[config.mk]
export PLATFORM = sky130hd
export DESIGN_NAME = ebusSubsys
export DESIGN_NICKNAME = d
export VERILOG_FILES = /design/src/hw/ebusPkg.sv /design/src/hw/dpSlice.sv /design/src/hw/diagRegBoard.sv /design/src/hw/edpBoard.sv /design/src/hw/ebusMux.sv /design/src/hw/feDiagPort.sv /design/src/hw/ebusSubsys.sv
export SDC_FILE = /design/constraint.sdc
export NUM_CORES = 1
export LEC_CHECK = 0
export BUFFER_PORTS_ARGS = -buffer_cell sky130_fd_sc_hd__buf_2
export CORE_MARGIN = 2
export CORE_UTILIZATION = 40
export CTS_CLUSTER_DIAMETER = 80
export DETAILED_ROUTE_END_ITERATION = 12
export PLACE_DENSITY = 0.66
export SLEW_MARGIN = 20
export SYNTH_ARGS = -nofsm -noshare
export SYNTH_HDL_FRONTEND = slang
export SYNTH_SLANG_ARGS = --single-unit
export TNS_END_PERCENT = 30
[constraint.sdc]
create_clock -name clk -period 12.5 [get_ports clk]
set_clock_uncertainty 0.15 [all_clocks]
set_input_delay 1.875 -clock clk [delete_from_list [all_inputs] [get_ports clk]]
set_output_delay 1.875 -clock clk [all_outputs]
set_load 0.1 [all_outputs]
[src/hw/ebusPkg.sv]
package ebusPkg;

  localparam int EBUS_WIDTH = 36;
  localparam int DS_WIDTH = 7;
  localparam int SLICE_WIDTH = 6;
  localparam int NUM_SLICES = EBUS_WIDTH / SLICE_WIDTH;

  // ds fields.
  localparam int BOARD_WIDTH = 3;
  localparam int INDEX_WIDTH = 2;
  localparam int NUM_REGS = 1 << INDEX_WIDTH;

  localparam logic [BOARD_WIDTH-1:0] BOARD_APR = 3'd1;
  localparam logic [BOARD_WIDTH-1:0] BOARD_CON = 3'd2;
  localparam logic [BOARD_WIDTH-1:0] BOARD_EDP = 3'd3;  // others unpopulated.

  typedef enum logic
  {
    DIAG_READ  = 1'b0,
    DIAG_WRITE = 1'b1
  } diagOpE;

  // board select, ds bits 6 to 4.
  function automatic logic [BOARD_WIDTH-1:0] dsBoard(input logic [DS_WIDTH-1:0] ds);
    return ds[6:4];
  endfunction

  function automatic diagOpE dsOp(input logic [DS_WIDTH-1:0] ds);
    return diagOpE'(ds[3]);
  endfunction

  // bit 2 is a don't care.
  function automatic logic [INDEX_WIDTH-1:0] dsIndex(input logic [DS_WIDTH-1:0] ds);
    return ds[1:0];
  endfunction

endpackage

[src/hw/dpSlice.sv]
`timescale 1ns/10ps

module dpSlice
(
  input  logic                            clk,
  input  logic                            rstN,
  input  logic                            loadEn,
  input  logic                            addEn,
  input  logic                            readEn,
  input  logic [ebusPkg::SLICE_WIDTH-1:0] inBits,
  input  logic                            carryIn,
  output logic                            carryOut,
  output logic                            driving,
  output logic [ebusPkg::SLICE_WIDTH-1:0] outBits
);

  logic [ebusPkg::SLICE_WIDTH-1:0] ar;
  logic [ebusPkg::SLICE_WIDTH:0] sum;

  // one extra bit holds the carry.
  assign sum = {1'b0, ar} + {1'b0, inBits} + {{ebusPkg::SLICE_WIDTH{1'b0}}, carryIn};
  assign carryOut = sum[ebusPkg::SLICE_WIDTH];

  assign driving = readEn;
  assign outBits = ar;

  always_ff @(posedge clk)
  begin
    if (!rstN)
    begin
      ar <= '0;
    end
    else if (loadEn)
    begin
      ar <= inBits;
    end
    else if (addEn)
    begin
      ar <= sum[ebusPkg::SLICE_WIDTH-1:0];
    end
  end

endmodule

[src/hw/diagRegBoard.sv]
`timescale 1ns/10ps

module diagRegBoard
#(
  parameter logic [ebusPkg::BOARD_WIDTH-1:0] boardSel = ebusPkg::BOARD_APR
)
(
  input  logic                            clk,
  input  logic                            rstN,
  input  logic [ebusPkg::DS_WIDTH-1:0]    ds,
  input  logic                            diagStrobe,
  input  logic [ebusPkg::EBUS_WIDTH-1:0]  ebusData,
  output logic                            driving,
  output logic [ebusPkg::EBUS_WIDTH-1:0]  data
);

  logic [ebusPkg::EBUS_WIDTH-1:0] regs [ebusPkg::NUM_REGS];
  logic [ebusPkg::INDEX_WIDTH-1:0] index;
  logic selected;
  logic writeHit;

  assign selected = (ebusPkg::dsBoard(ds) == boardSel);
  assign index = ebusPkg::dsIndex(ds);

  // reads are combinational while selected.
  assign driving = selected && (ebusPkg::dsOp(ds) == ebusPkg::DIAG_READ);
  assign data = regs[index];

  assign writeHit = diagStrobe && selected && (ebusPkg::dsOp(ds) == ebusPkg::DIAG_WRITE);

  always_ff @(posedge clk)
  begin
    if (!rstN)
    begin
      for (int i = 0; i < ebusPkg::NUM_REGS; i++)
      begin
        regs[i] <= '0;
      end
    end
    else if (writeHit)
    begin
      regs[index] <= ebusData;  // load at end of strobe.
    end
  end

endmodule

[src/hw/edpBoard.sv]
`timescale 1ns/10ps

module edpBoard
(
  input  logic                            clk,
  input  logic                            rstN,
  input  logic [ebusPkg::DS_WIDTH-1:0]    ds,
  input  logic                            diagStrobe,
  input  logic [ebusPkg::EBUS_WIDTH-1:0]  ebusData,
  output logic [ebusPkg::NUM_SLICES-1:0]  sliceDriving,
  output logic [ebusPkg::EBUS_WIDTH-1:0]  data
);

  logic [ebusPkg::INDEX_WIDTH-1:0] index;
  logic selected;
  logic isWrite;
  logic loadEn;
  logic addEn;
  logic readEn;
  logic [ebusPkg::NUM_SLICES:0] carry;  // top carry is dropped, add wraps at 2^36.

  assign selected = (ebusPkg::dsBoard(ds) == ebusPkg::BOARD_EDP);
  assign index = ebusPkg::dsIndex(ds);
  assign isWrite = (ebusPkg::dsOp(ds) == ebusPkg::DIAG_WRITE);

  // index 0 is AR load and read, index 1 is add.
  assign loadEn = diagStrobe && selected && isWrite && (index == 2'd0);
  assign addEn = diagStrobe && selected && isWrite && (index == 2'd1);
  assign readEn = selected && !isWrite && (index == 2'd0);

  assign carry[0] = 1'b0;

  for (genvar i = 0; i < ebusPkg::NUM_SLICES; i++)
  begin : gSlice
    dpSlice uSlice
    (
      .clk      (clk),
      .rstN     (rstN),
      .loadEn   (loadEn),
      .addEn    (addEn),
      .readEn   (readEn),
      .inBits   (ebusData[i*ebusPkg::SLICE_WIDTH +: ebusPkg::SLICE_WIDTH]),
      .carryIn  (carry[i]),
      .carryOut (carry[i+1]),
      .driving  (sliceDriving[i]),
      .outBits  (data[i*ebusPkg::SLICE_WIDTH +: ebusPkg::SLICE_WIDTH])
    );
  end

endmodule

[src/hw/ebusMux.sv]
`timescale 1ns/10ps

module ebusMux
(
  input  logic                            feDriving,
  input  logic [ebusPkg::EBUS_WIDTH-1:0]  feData,
  input  logic                            aprDriving,
  input  logic [ebusPkg::EBUS_WIDTH-1:0]  aprData,
  input  logic                            conDriving,
  input  logic [ebusPkg::EBUS_WIDTH-1:0]  conData,
  input  logic [ebusPkg::NUM_SLICES-1:0]  edpSliceDriving,
  input  logic [ebusPkg::EBUS_WIDTH-1:0]  edpData,
  output logic [ebusPkg::EBUS_WIDTH-1:0]  ebusData
);

  logic [ebusPkg::EBUS_WIDTH-1:0] edpWord;

  // each slice puts only its own six bits on the bus.
  always_comb
  begin
    for (int i = 0; i < ebusPkg::NUM_SLICES; i++)
    begin
      edpWord[i*ebusPkg::SLICE_WIDTH +: ebusPkg::SLICE_WIDTH] =
        edpSliceDriving[i] ? edpData[i*ebusPkg::SLICE_WIDTH +: ebusPkg::SLICE_WIDTH] : '0;
    end
  end

  always_comb
  begin
    if (feDriving)
      ebusData = feData;
    else if (aprDriving)
      ebusData = aprData;
    else if (conDriving)
      ebusData = conData;
    else if (|edpSliceDriving)
      ebusData = edpWord;
    else
      ebusData = '0;  // idle bus.
  end

endmodule

[src/hw/feDiagPort.sv]
`timescale 1ns/10ps

module feDiagPort
(
  input  logic                            clk,
  input  logic                            rstN,
  input  logic                            cmdStart,
  input  logic [ebusPkg::DS_WIDTH-1:0]    cmdDs,
  input  logic [ebusPkg::EBUS_WIDTH-1:0]  cmdData,
  input  logic [ebusPkg::EBUS_WIDTH-1:0]  ebusData,
  output logic [ebusPkg::DS_WIDTH-1:0]    ds,
  output logic                            diagStrobe,
  output logic                            feDriving,
  output logic [ebusPkg::EBUS_WIDTH-1:0]  feData,
  output logic                            busy,
  output logic                            done,
  output logic [ebusPkg::EBUS_WIDTH-1:0]  rdData
);

  typedef enum logic [1:0]
  {
    IDLE,
    SETUP,
    STROBE,
    CAPTURE
  } stateE;

  stateE state;
  logic accept;
  logic isWrite;

  assign accept = (state == IDLE) && cmdStart;
  assign isWrite = (ebusPkg::dsOp(ds) == ebusPkg::DIAG_WRITE);

  assign busy = (state != IDLE);
  assign diagStrobe = (state == STROBE);
  assign feDriving = busy && isWrite;  // front end owns the bus on writes.

  always_ff @(posedge clk)
  begin
    if (!rstN)
    begin
      state <= IDLE;
      ds <= '0;
      done <= 1'b0;
      rdData <= '0;
    end
    else
    begin
      done <= 1'b0;
      unique case (state)
        IDLE:
        begin
          if (cmdStart)
          begin
            ds <= cmdDs;
            state <= SETUP;
          end
        end
        SETUP:
        begin
          state <= STROBE;
        end
        STROBE:
        begin
          state <= CAPTURE;  // writes land at this edge.
        end
        CAPTURE:
        begin
          if (!isWrite)
          begin
            rdData <= ebusData;
          end
          done <= 1'b1;
          state <= IDLE;
        end
        default:
        begin
          state <= IDLE;
        end
      endcase
    end
  end

  // write data, held for the whole cycle.
  always_ff @(posedge clk)
  begin
    if (accept)
    begin
      feData <= cmdData;
    end
  end

endmodule

[src/hw/ebusSubsys.sv]
`timescale 1ns/10ps

module ebusSubsys
(
  input  logic                            clk,
  input  logic                            rstN,
  input  logic                            cmdStart,
  input  logic [ebusPkg::DS_WIDTH-1:0]    cmdDs,
  input  logic [ebusPkg::EBUS_WIDTH-1:0]  cmdData,
  output logic                            busy,
  output logic                            done,
  output logic [ebusPkg::EBUS_WIDTH-1:0]  rdData
);

  logic [ebusPkg::DS_WIDTH-1:0] ds;
  logic diagStrobe;
  logic feDriving;
  logic [ebusPkg::EBUS_WIDTH-1:0] feData;
  logic aprDriving;
  logic [ebusPkg::EBUS_WIDTH-1:0] aprData;
  logic conDriving;
  logic [ebusPkg::EBUS_WIDTH-1:0] conData;
  logic [ebusPkg::NUM_SLICES-1:0] edpSliceDriving;
  logic [ebusPkg::EBUS_WIDTH-1:0] edpData;
  logic [ebusPkg::EBUS_WIDTH-1:0] ebusData;

  feDiagPort uFe
  (
    .clk        (clk),
    .rstN       (rstN),
    .cmdStart   (cmdStart),
    .cmdDs      (cmdDs),
    .cmdData    (cmdData),
    .ebusData   (ebusData),
    .ds         (ds),
    .diagStrobe (diagStrobe),
    .feDriving  (feDriving),
    .feData     (feData),
    .busy       (busy),
    .done       (done),
    .rdData     (rdData)
  );

  diagRegBoard #(.boardSel(ebusPkg::BOARD_APR)) uApr
  (
    .clk        (clk),
    .rstN       (rstN),
    .ds         (ds),
    .diagStrobe (diagStrobe),
    .ebusData   (ebusData),
    .driving    (aprDriving),
    .data       (aprData)
  );

  diagRegBoard #(.boardSel(ebusPkg::BOARD_CON)) uCon
  (
    .clk        (clk),
    .rstN       (rstN),
    .ds         (ds),
    .diagStrobe (diagStrobe),
    .ebusData   (ebusData),
    .driving    (conDriving),
    .data       (conData)
  );

  edpBoard uEdp
  (
    .clk          (clk),
    .rstN         (rstN),
    .ds           (ds),
    .diagStrobe   (diagStrobe),
    .ebusData     (ebusData),
    .sliceDriving (edpSliceDriving),
    .data         (edpData)
  );

  ebusMux uMux
  (
    .feDriving       (feDriving),
    .feData          (feData),
    .aprDriving      (aprDriving),
    .aprData         (aprData),
    .conDriving      (conDriving),
    .conData         (conData),
    .edpSliceDriving (edpSliceDriving),
    .edpData         (edpData),
    .ebusData        (ebusData)
  );

endmodule

==> flow_summary.yaml <==
run_status:
  status: "completed"
floorplan:
  start_util: 0.403
  die_area_um2: 47300
  die_x_um: 217
  dieHeight_um: 217
  core-area_um2: 45200
  rows: 78
  ios: 84
setup_path:
  startpoint_type: "register"
  max_stage_delay_ns: 0.79
  cp_num_buf_inv: 1
  cp_data_arrival_time_ns: 11.64
  crit_family: "compound AO/OA/AOI/OAI gates"
  cp.required_ns: 12.81
  endpoint_kind: "register"
  timing.critical_path.mode_cell: "fa_1"
  critPathKind: "reg -> reg"
  slowest_stage: "dfxtp_4"
  critPathMaxFanout: 30
final_layout:
  drive_gt1_frac: 0.203
  nets: 1559
  area_growth_syn_to_layout_pct: 13.2
  postLayoutCellArea_um2: 20600
  diodes: 0
worst_hold_path:
  min_path_type: "reg -> reg"
sta:
  max_freq_ghz: 0.0882
  tightestPinTransition_ns: 1.08
  fin_crit_sh: 0.907
  rsz0062_at_grt: "false"
  relSlewSlack: 0.281
  maxSlewViolCount: 0
  tns_ns: 0
  worst_hold_slack_ns: 0.333
  report.final.setup_viol: 0
  period_minus_slack_ns: 11.34
  hold_viol: 0
cts:
  worstSkewPairLatency_ns: 0.55
  htreeDepth: 2
  cts_tree: "yes"
  cts_setup_buffers: 0
  postCtsHoldBufs: 0
  cts_made_buffers: 39
  post_cts_resized: 0
  clk_pin_slew_ns: 0.06
  clock_path_buffers: 3
  cts.sinks: 407
  cts_root_buffer: "clkbuf_16"
routing:
  ant_nets: 0
  first_pass_iters: 5
  vias_per_cell: 5.70
  wirelength_um: 48400
  drtIter0Drc: 1353
  vias: 12000
  drc_errors: 0
  wl_per_cell_um: 23.1
synthesis:
  syn_inst: 1404
  yosysWarnings: 0
  synth_area_per_cell_um2: 13.0
  synthDistinctLibCells: 52
  synthArstFlopShare: 0
  netlist_area_um2: 18200
  syn-num-nets: 1495
  yosys_most_used_dff: "edfxtp_1"
  synth_seq_area_share: 0.625
  synth_edf_count: 324
  synth_seq_cells: 407
flow_run:
  cap_viol_max_count: 0
global_route:
  grt_pass1_wl_um: 72500
  met1_usage: 0.263
  grt_pass1_vias: 12100
  grt_usage: 0.205
  overflow: 0
  antenna_found_initial: 0
  busiest_layer: "met2"
  grt_use_met3: 0.0391
  grtUsageMet2: 0.344
  grt_max_degree: 72
place:
  placed_cell_area_um2: 19400
  routabilityCongestion: 0.812
  hpwl_um: 28400
  portBuffers: 82
pwr:
  max-vdd-ir-drop_mv: 0.138
  p_per_area_nw_per_um2: 166
  leakagePower_uw: 0.00746
registers in the layout, indices dropped and copies added (netlist names), named ones only:
signal	cells
uApr.regs	144
uCon.regs	144
uFe.done	1
uEdp.gSlice.uSlice.outBits	36
uFe.feData	36
uFe.ds	6
uFe.state	2
uFe.rdData	36
cells in the final DEF, fill, tap and decap left out, drive strengths merged, types with 34 or more instances in the layout:
master / n
a211oi: 43
a21oi: 40
a221oi: 35
a22o: 35
buf: 146
clkbuf: 57
dfxtp: 83
edfxtp: 324
ha: 34
inv: 56
mux4: 72
nand2: 48
nor2: 345
cell families after synthesis:
logic type | share of synthesized area
fa+ha+maj | 0.0354
mux | 0.0901
flops | 0.625
compound gates | 0.0934
buf+inv | 0.0435
simple gates | 0.102
xor+xnor | 0.0106
metrics by stage:
| stage | utilization | worst slack, ns | std cells | power (µW) |
|---|---|---|---|---|
| 2_1_floorplan | - | 2.46 | 1404 | 2130 |
| 3_3_place_gp | 0.430 | 1.39 | 2027 | 2310 |
| 3_5_place_dp | 0.430 | 1.29 | 2027 | 2320 |
| 4_1_cts | 0.457 | 1.16 | 2098 | 3440 |
| 5_1_grt | 0.457 | 0.291 | 2098 | 3550 |
| 6_report | 0.457 | 1.16 | 2098 | 3430 |
synth_stat cells (10+ instances only):
master | count | area (µm²)
xor2_1 | 11 | 96.3
a22oi_1 | 12 | 90.1
a21o_1 | 12 | 90.1
buf_2 | 42 | 210
clkbuf_1 | 68 | 255
xnor2_1 | 11 | 96.3
inv_1 | 56 | 210
o22ai_1 | 15 | 93.8
nor2_1 | 342 | 1280
dfxtp_1 | 83 | 1660
edfxtp_1 | 324 | 9730
fa_1 | 11 | 220
a22o_1 | 35 | 307
mux4_2 | 72 | 1620
nand2_1 | 48 | 180
ha_1 | 34 | 425
a211oi_1 | 43 | 323
a21oi_1 | 40 | 200
nor3_1 | 10 | 50.1
a221oi_1 | 29 | 254
o21ai_0 | 16 | 80.1
nand3_1 | 12 | 60.1
power by group:
part           internal (µW)  switching (µW)  total (µW)  leakage (µW)
clock                    632             501        1130      0.000593
combinational            204             474         677       0.00288
sequential              1550            68.2        1620       0.00399
metal layers:
| layer | up-vias | share of wire |
|---|---|---|
| li1 | 5268 | - |
| met2 | 613 | 0.48 |
| met1 | 5962 | 0.39 |
| met3 | 109 | 0.095 |
| met5 | - | 0 |
| met4 | 0 | 0.035 |
cell type report:
class                      instances  area [µm²]
multi-input combinational        818        6170
clock inverter                    14         113
sequential                       407       11400
fill                            3971       24600
timing repair buffer             146         891
tap                              600         751
clock buffer                      57        1090
inverter                          56         210
tightest hold or removal path: cells and delay by family, from the launching register on:
kind,cells,cell delay [ns]
flip-flops,1,0.33
AO/OA/AOI/OAI,1,0.05
AND/OR/NAND/NOR,1,0.06
final timing paths:
path / start / to / slack, ns / cells after the start
worst max-delay path: register / uEdp.gSlice[5].uSlice.outBits[5]$_SDFFE_PN0P_ / 1.16 / 43
worst min-delay path: uEdp.gSlice[0].uSlice.outBits[0]$_SDFFE_PN0P_ / uEdp.gSlice[0].uSlice.outBits[0]$_SDFFE_PN0P_ / 0.33 / 2
worst max register to register: register / uEdp.gSlice[5].uSlice.outBits[5]$_SDFFE_PN0P_ / 1.16 / 43
worst min register to register: uEdp.gSlice[0].uSlice.outBits[0]$_SDFFE_PN0P_ / uEdp.gSlice[0].uSlice.outBits[0]$_SDFFE_PN0P_ / 0.33 / 2
Power figures use the tool's default switching activity.
